$ cat src/source/fetch_pkg.sv
package fetch_pkg;

  // program counter and instruction word widths
  localparam int PC_BITS    = 32;
  localparam int INSTR_BITS = 16;
  localparam int HALF_BITS  = PC_BITS / 2;

  typedef logic [PC_BITS-1:0]    pc_t;
  typedef logic [INSTR_BITS-1:0] instr_t;
  typedef logic [HALF_BITS-1:0]  half_t;  // one popped half of a pc

  // fixed fetch targets
  localparam pc_t RESET_VECTOR     = 32'h0000_0020;
  localparam pc_t INTERRUPT_VECTOR = 32'h0000_0000;

  // pc advances one word per instruction
  localparam pc_t PC_STEP = 32'd1;

  // instruction store, word addressed by the low pc bits
  localparam int IMEM_ADDR_BITS = 10;
  localparam int IMEM_DEPTH     = 1 << IMEM_ADDR_BITS;

  // next pc source
  typedef enum logic [1:0] {
    PC_NEXT      = 2'b00,
    PC_BRANCH    = 2'b01,
    PC_INTERRUPT = 2'b10,
    PC_RESET_VEC = 2'b11
  } pc_sel_e;

endpackage

$ cat src/source/fetch_issue.sv
`timescale 1ns/1ps

module fetch_issue (
  input  logic                                 clk,
  input  logic                                 reset,
  input  logic                                 pc_enable,
  input  fetch_pkg::pc_t                       candidate_pc,
  input  fetch_pkg::pc_t                       restore_pc,
  input  logic                                 restore_valid,
  output logic                                 restore_taken,
  output fetch_pkg::pc_t                       pc,
  output logic [fetch_pkg::IMEM_ADDR_BITS-1:0] read_addr,
  input  fetch_pkg::instr_t                    read_data,
  output fetch_pkg::instr_t                    instruction
);
  import fetch_pkg::*;

  pc_t pc_q;
  pc_t next_pc;

  // a pending restore overrides whatever the sequencer picked
  always_comb
  begin
    if (restore_valid)
      next_pc = restore_pc;
    else
      next_pc = candidate_pc;
  end

  // restore is consumed only on an enabled edge
  assign restore_taken = pc_enable && restore_valid;

  always_ff @(posedge clk)
  begin
    if (reset)
    begin
      pc_q <= RESET_VECTOR;
    end
    else if (pc_enable)
    begin
      pc_q <= next_pc;
    end
  end

  assign pc = pc_q;

  // memory indexed by the low pc bits
  assign read_addr = pc_q[IMEM_ADDR_BITS-1:0];

  // registered read, one cycle behind pc
  assign instruction = read_data;

endmodule

$ cat config.mk
export PLATFORM = sky130hd
export DESIGN_NAME = fetch_issue
export DESIGN_NICKNAME = d
export VERILOG_FILES = /design/src/source/fetch_pkg.sv /design/src/source/fetch_issue.sv
export SDC_FILE = /design/constraint.sdc
export NUM_CORES = 1
export LEC_CHECK = 0
export BUFFER_PORTS_ARGS = -buffer_cell sky130_fd_sc_hd__buf_2
export CAP_MARGIN = 15
export CORE_MARGIN = 10
export CORE_UTILIZATION = 41
export CTS_CLUSTER_DIAMETER = 30
export DETAILED_ROUTE_END_ITERATION = 10
export PLACE_DENSITY = 0.93
export SLEW_MARGIN = 20
export SYNTH_ARGS = -nofsm -noshare
export SYNTH_HDL_FRONTEND = slang
export SYNTH_SLANG_ARGS = --single-unit
$ cat constraint.sdc
create_clock -name clk -period 1.6 [get_ports clk]
set_input_delay 0.48 -clock clk [delete_from_list [all_inputs] [get_ports clk]]
set_output_delay 0.48 -clock clk [all_outputs]
set_load 0.05 [all_outputs]
==> results.ini <==
[run_status]
outcome=finished, final reports clean

[clocking]
post_cts_resized=0
worstSkewPairLatency_ns=0.27
cts_buffers=5
cts_htree_levels=2
hold_buffers=0
cts.clk_slew.worst_paths_ns=0.06
clock_sinks=32
clockRootBuffer=clkbuf_8
cts_buffer_depth=2
cts_tree=built
cts_setup_buffers=0

[global_routing]
top_usage_layer=met2
grt.overflow.total=0
grt_pass1_vias=1434
grt_pass1_wl_mm=6.95
grt_max_degree=65
grt_use_total_pct=11.8
use_met1_pct=12.5
use_met3_pct=7.32
use_met2_pct=19.1
antenna_found_initial=0

[final_layout]
syn_to_final_growth_pct=26.9
layout.nets=336
final_cell_mix=buf_2, mux2i_1, dfxtp_1, nor2_1, a211oi_1
final_common_cell=buf_2
antennaDiodeCount=0
drive_gt1_share_pct=49.0
largest_reg_flops=32

[die]
start_util_pct=43.6
io_pins=143
fp-row-count=22
die_area_mm2=0.00694
core_mm2=0.00377
die_x_um=83.3
die_y_um=83.3

[hold_path]
hold-path-cell-count=2
min_from=pc[23]$_SDFFE_PP0P_
hold_path_class=flip-flop to flip-flop
holdPathEnd=pc[23]$_SDFFE_PP0P_

[setup_path]
reg2reg_setup_slack_ns=0.90
cpMostUsedCell=buf_2
path_cells=buf_2 -> and2_4 -> buf_2
crit_fanout=2
cp.required_ns=1.12
path_class=input pin to output pin
slowest_delay_ns=0.25
cp-end-kind=output pin
cp-start-kind=input pin
worstPathArrival_ns=0.98
slowest_stage=buf_2
rr_startpoint=pc[24]$_SDFFE_PP0P_
startpoint=pc_enable
worstReg2RegEnd=pc[24]$_SDFFE_PP0P_
rr_worst_depth=2

[route]
via_count=1426
vias_per_cell=4.74
drtIter0Drc=26
wl_mm=4.41
drt-wirelength-per-cell_um=14.6
dr.pass1.iters=3
drtAntennaViolNets=0
drc=0

[place]
port_buffers=110
place.gp.congestion=0.680
dp_slack_ns=0.138
place_hpwl_mm=3.58

[timing]
setup_tns_ns=0
finalSetupViolCount=0
hold_ws_ns=0.480
rsz0062_at_grt=false
layout_worst_path_cycle_share_pct=91.0
clock.fmax_mhz=687
finalHoldViolCount=0
min_period_ns=1.46
clock_skew_ns=0
worst_slew_pin_slew_ns=0.271
maxSlewViolCount=0
relSlewSlack_pct=82.0
fin_ws_ns=0.144

[flow_run]
drv_cap=0

[pwr]
p_leak_nw=1.10
ir_drop_uv=471
power_density_mw_per_mm2=1020
total_power_mw=2.13

[yosys]
yosys-top-cells-area=dfxtp_1, mux2i_1, a211oi_1, buf_4, nor2_1
yosysTopAreaCell=dfxtp_1
synthCells=171
synth_cell_types=13
yosys_register_bits=32
synth.cell_area_mm2=0.00164
ys_seq_area_share_pct=39.0
synth_top_area_share_pct=39.0
synth_area_per_cell_um2=9.61
ys_warn_count=0
syn_nets=255

-- cell families (layout without fill, tap and decap cells) --
| kind of cell | after synthesis | count (layout) | share of synthesized area (%) |
|---|---|---|---|
| buf+inv | 42 | 124 | 19.3 |
| simple gates | 33 | 33 | 7.76 |
| compound gates | 32 | 32 | 14.5 |
| mux | 32 | 32 | 19.5 |
| flops | 32 | 32 | 39.0 |
-- Yosys cell counts --
master	n
a211oi_1	31
a31oi_1	1
and2_1	1
buf_12	3
buf_2	4
buf_4	26
buf_6	1
clkbuf_1	7
dfxtp_1	32
inv_1	1
mux2i_1	32
nor2_1	31
nor3_1	1
-- worst max-delay path: cells and delay by family --
kind                   cells  cell delay [ns]
buffers and inverters      2             0.37
AND/OR/NAND/NOR            1             0.13
-- report_power, final --
part	switching (mW)	total, mW	internal (mW)
logic	0.432	0.626	0.194
registers	0.0303	0.887	0.857
clock network	0.275	0.617	0.343
total	0.737	2.13	1.39
-- how the worst max path moves through the flow --
stage / end / slack, ns / depth (start not counted)
finish: restore_taken / 0.14 / 3
CTS: restore_taken / 0.14 / 3
detailed placement: restore_taken / 0.14 / 3
floorplan: restore_taken / 0.05 / 3
global placement: restore_taken / 0.15 / 3
global route: restore_taken / 0.12 / 3
-- metal layers --
metal,routed length [µm],vias up
li1,-,739
met1,1770,606
met2,2030,75
met3,573,6
met4,23,0
met5,0,-
-- stage by stage --
step | cell area (µm²) | utilization (%) | instances
finish | 2090 | 55.3 | 301
global route | 2090 | 55.3 | 301
CTS | 2090 | 55.3 | 301
detailed placement | 1990 | 52.9 | 293
global placement | 1990 | 52.9 | 293
floorplan | 1650 | - | 171
-- area by class of cell --
| class | count | area, µm² |
|---|---|---|
| clock inverter | 2 | 10.0 |
| multi-input combinational | 97 | 689 |
| timing repair buffer | 115 | 601 |
| inverter | 1 | 3.75 |
| fill | 351 | 1680 |
| clock buffer | 6 | 82.6 |
| tap | 48 | 60.1 |
| sequential | 32 | 641 |
Note: power is estimated with default switching activity, not from simulation.
