File: src/source/fetch_pkg.sv
package fetch_pkg;

  // program counter and instruction word widths
  localparam int PC_BITS    = 32;
  localparam int INSTR_BITS = 16;
  localparam int HALF_BITS  = PC_BITS / 2;

  typedef logic [PC_BITS-1:0]    pc_t;
  typedef logic [INSTR_BITS-1:0] instr_t;
  typedef logic [HALF_BITS-1:0]  half_t;  // one popped half of a pc

  // fixed fetch targets
  localparam pc_t RESET_VECTOR     = 32'h0000_0020;
  localparam pc_t INTERRUPT_VECTOR = 32'h0000_0000;

  // pc advances one word per instruction
  localparam pc_t PC_STEP = 32'd1;

  // instruction store, word addressed by the low pc bits
  localparam int IMEM_ADDR_BITS = 10;
  localparam int IMEM_DEPTH     = 1 << IMEM_ADDR_BITS;

  // next pc source
  typedef enum logic [1:0] {
    PC_NEXT      = 2'b00,
    PC_BRANCH    = 2'b01,
    PC_INTERRUPT = 2'b10,
    PC_RESET_VEC = 2'b11
  } pc_sel_e;

endpackage

File: src/source/return_assembler.sv
`timescale 1ns/1ps

module return_assembler (
  input  logic              clk,
  input  logic              reset,
  input  logic              pop_pc_low,
  input  logic              pop_pc_high,
  input  fetch_pkg::half_t  pop_data,
  output fetch_pkg::pc_t    restore_pc,
  output logic              restore_valid,
  input  logic              restore_taken
);
  import fetch_pkg::*;

  half_t low_stage;     // low half waiting for its high half
  logic  low_seen;
  half_t restore_low;
  half_t restore_high;
  logic  valid_q;

  // control state
  always_ff @(posedge clk)
  begin
    if (reset)
    begin
      low_seen <= 1'b0;
      valid_q  <= 1'b0;
    end
    else
    begin
      if (pop_pc_high)
        low_seen <= 1'b0;  // pair closed
      else if (pop_pc_low)
        low_seen <= 1'b1;

      // a new high pop wins over a same cycle accept
      if (pop_pc_high)
        valid_q <= 1'b1;
      else if (restore_taken)
        valid_q <= 1'b0;
    end
  end

  // staging register for the first popped half
  always_ff @(posedge clk)
  begin
    if (pop_pc_low)
      low_stage <= pop_data;
  end

  // restore target, updated only when the high half lands
  always_ff @(posedge clk)
  begin
    if (reset)
    begin
      restore_low  <= '0;
      restore_high <= '0;
    end
    else if (pop_pc_high)
    begin
      restore_high <= pop_data;
      if (low_seen)
        restore_low <= low_stage;  // otherwise previous low half stays
    end
  end

  assign restore_pc    = {restore_high, restore_low};
  assign restore_valid = valid_q;

endmodule

File: config.mk
export PLATFORM = sky130hd
export DESIGN_NAME = return_assembler
export DESIGN_NICKNAME = d
export VERILOG_FILES = /design/src/source/fetch_pkg.sv /design/src/source/return_assembler.sv
export SDC_FILE = /design/constraint.sdc
export NUM_CORES = 1
export LEC_CHECK = 0
export ABC_CLOCK_PERIOD_IN_PS = 1900
export BUFFER_PORTS_ARGS = -buffer_cell sky130_fd_sc_hd__buf_2
export CAP_MARGIN = 0
export CORE_MARGIN = 2
export CORE_UTILIZATION = 55
export CTS_BUF_LIST = sky130_fd_sc_hd__clkbuf_8
export DETAILED_ROUTE_END_ITERATION = 8
export PLACE_DENSITY = 0.84
export SLEW_MARGIN = 40
export SYNTH_ARGS = -nofsm -noshare
export SYNTH_HDL_FRONTEND = slang
export SYNTH_SLANG_ARGS = --single-unit
File: constraint.sdc
create_clock -name clk -period 1.9 [get_ports clk]
set_clock_uncertainty 0.15 [all_clocks]
set_input_delay 0.38 -clock clk [delete_from_list [all_inputs] [get_ports clk]]
set_output_delay 0.38 -clock clk [all_outputs]
set_load 0.02 [all_outputs]
==> impl_metrics.py <==
metrics = {
    "clock_network": {
        "cts_root_buf": "clkbuf_8",
        "path_clk_slew_ns": 0.09,
        "post_cts.repair.setup_buffers": 0,
        "cts_tree": "built",
        "cts_hold_buf": 0,
        "cts_made_buffers": 5,
        "clk_latency_ns": 0.31,
        "post_cts_resized": 0,
        "clock_sinks": 50,
        "cts_max_level": 2,
        "clockBufferDepth": 2,
    },
    "timing": {
        "setup_viol": 0,
        "slew_viol_final": 0,
        "max-slew-margin-rel_pct": 69.7,
        "hold_violations": 0,
        "whs_ns": 0.111,
        "rsz0062_at_grt": "false",
        "final.setup.tns_ns": 0,
        "period_share_pct": 72.3,
        "min_period_ns": 1.37,
        "fmax_ghz": 0.728,
        "tightest_slew_ns": 0.454,
    },
    "placement": {
        "port_buffers": 53,
        "place_area_um2": 2150,
        "routabilityCongestion": 0.818,
        "placed_cells": 238,
        "dpl.hpwl_um": 2380,
    },
    "synthesis": {
        "yosysSeqAreaShare_pct": 61.1,
        "syn-num-nets": 170,
        "yosysWarnings": 0,
        "synth-seq-cells": 50,
        "ys_types": 16,
        "syn_avg_cell_area_um2": 12.7,
        "synth_area_um2": 1900,
        "syn_inst": 149,
    },
    "die": {
        "io_pins": 54,
        "die_h_um": 62.8,
        "core_um2": 3340,
        "placementRows": 21,
        "design.die.area_um2": 3940,
        "fp.dieW_um": 62.8,
        "initial_utilization_pct": 56.9,
    },
    "cells_and_area": {
        "final_util_pct": 67.5,
        "fillers": 271,
        "diodes": 0,
        "finalInstanceArea_um2": 2250,
        "nets": 220,
        "area_delta_synth_final_pct": 18.6,
        "drive_gt1_share_pct": 39.0,
        "final_cells": 246,
    },
    "critical_path": {
        "setup.worst_path.start_class": "flop",
        "worst_ep_required_time_ns": 1.37,
        "slowest_stage": "dfxtp_1",
        "critPathBufInv": 1,
        "slowest_delay_ns": 0.35,
        "crit_type": "reg2out",
        "arrival_ns": 0.84,
        "critPathCaptureType": "output pin",
        "worstPathCellList": "buf_2",
        "cp_max_fo": 2,
        "crit_family": "flip-flops",
    },
    "routing": {
        "firstDrtPassIters": 4,
        "drc": 0,
        "routedWlPerCell_um": 14.6,
        "drtAntennaViolNets": 0,
        "dr.first_iter.drc_count": 90,
        "routed_wl_um": 3600,
        "viasPerCell": 5.10,
        "vias": 1254,
    },
    "job": {
        "cap_violations": 0,
    },
    "pwr": {
        "peakVddDrop_mv": 0.627,
        "p_leak_nw": 0.991,
        "cellPowerDensity_nw_per_um2": 907,
    },
    "global_routing": {
        "overflow": 0,
        "grt_pass1_wl_um": 5840,
        "track_usage_pct": 19.7,
        "grt_start_max_net_pins": 51,
        "antenna_found_initial": 0,
        "grt_pass1_vias": 1217,
    },
    "outcome": {
        "status": "complete, no violations",
    },
    "hold_path": {
        "hp-class": "in2reg",
    },
}
sequential cells by signal (all words and copies together), names as in the netlist:
| register | cells |
|---|---|
| restore_valid | 1 |
| low_stage | 16 |
| restore_low | 16 |
| low_seen | 1 |
| restore_high | 16 |
cells in the final DEF, fill, tap and decap left out:
cell      count
inv_1         1
edfxtp_1     16
nor3_1        1
nand2b_1      1
buf_2        53
a21oi_2      13
nor2_1       17
mux2i_1      16
clkinv_4      2
buf_4         2
dfxtp_1      34
clkbuf_8      6
nand3_1      16
buf_12        2
a21oi_1       4
a21bo_1      16
metal layers:
| layer | routed length, um | track usage [%] | up-vias | part of all wire [%] |
|---|---|---|---|---|
| li1 | - | - | 617 | - |
| met1 | 1450 | 22.6 | 592 | 40 |
| met2 | 1880 | 33.2 | 38 | 52 |
| met3 | 204 | 6.67 | 7 | 5.7 |
| met4 | 63 | 9.17 | 0 | 1.8 |
| met5 | 0 | 0 | - | 0 |
stage by stage:
stage                     power [mW]  setup slack [ns]
final                           2.04             0.527
after global routing            2.14             0.476
after CTS                       2.06             0.508
after detailed placement        1.42             0.537
after global placement          1.41             0.577
after floorplan                 1.35             0.780
where the power goes:
| part | leakage (nW) | internal, mW | total [mW] | switching [mW] |
|---|---|---|---|---|
| clock | 0.0514 | 0.300 | 0.649 | 0.349 |
| combinational | 0.505 | 0.0805 | 0.207 | 0.126 |
| sequential | 0.435 | 1.16 | 1.19 | 0.0257 |
| total | 0.991 | 1.54 | 2.04 | 0.501 |
worst paths after layout:
| kind | to | slack (ns) | start | cells past startpoint |
|---|---|---|---|---|
| min reg2reg | restore_valid | 0.33 | restore_valid | 2 |
| max | restore_pc[16] | 0.53 | restore_high[0] | 1 |
| max reg2reg | restore_low[7] | 0.62 | low_seen | 3 |
| min | low_stage[12] | 0.11 | pop_data[12] | 1 |
synth_stat cells (all sizes together):
cell / n / area, um^2
nor3: 1 / 5.00
nand3: 16 / 80.1
dfxtp: 34 / 681
buf: 13 / 121
clkbuf: 1 / 3.75
mux2i: 16 / 160
nand2b: 1 / 6.26
nor2: 17 / 63.8
inv: 1 / 3.75
a21oi: 17 / 134
edfxtp: 16 / 480
a21bo: 16 / 160
cell type report:
| cell class | instances | area [um^2] | area share (%) |
|---|---|---|---|
| Tap cell | 46 | 57.6 | 2.56 |
| Sequential cell | 50 | 1160 | 51.6 |
| Inverter | 1 | 3.75 | 0.167 |
| Timing Repair Buffer | 57 | 320 | 14.2 |
| Multi-Input combinational cell | 84 | 609 | 27.1 |
| Clock buffer | 6 | 82.6 | 3.67 |
| Clock inverter | 2 | 17.5 | 0.778 |
logic make-up after synthesis:
family                 count (synthesis)  synth area share [%]
multiplexers                          16                  8.43
AND/OR/NAND/NOR                       35                  8.17
flip-flops                            50                  61.1
AO/OA/AOI/OAI                         33                  15.5
buffers and inverters                 15                  6.78
Power figures use the tool's default switching activity.
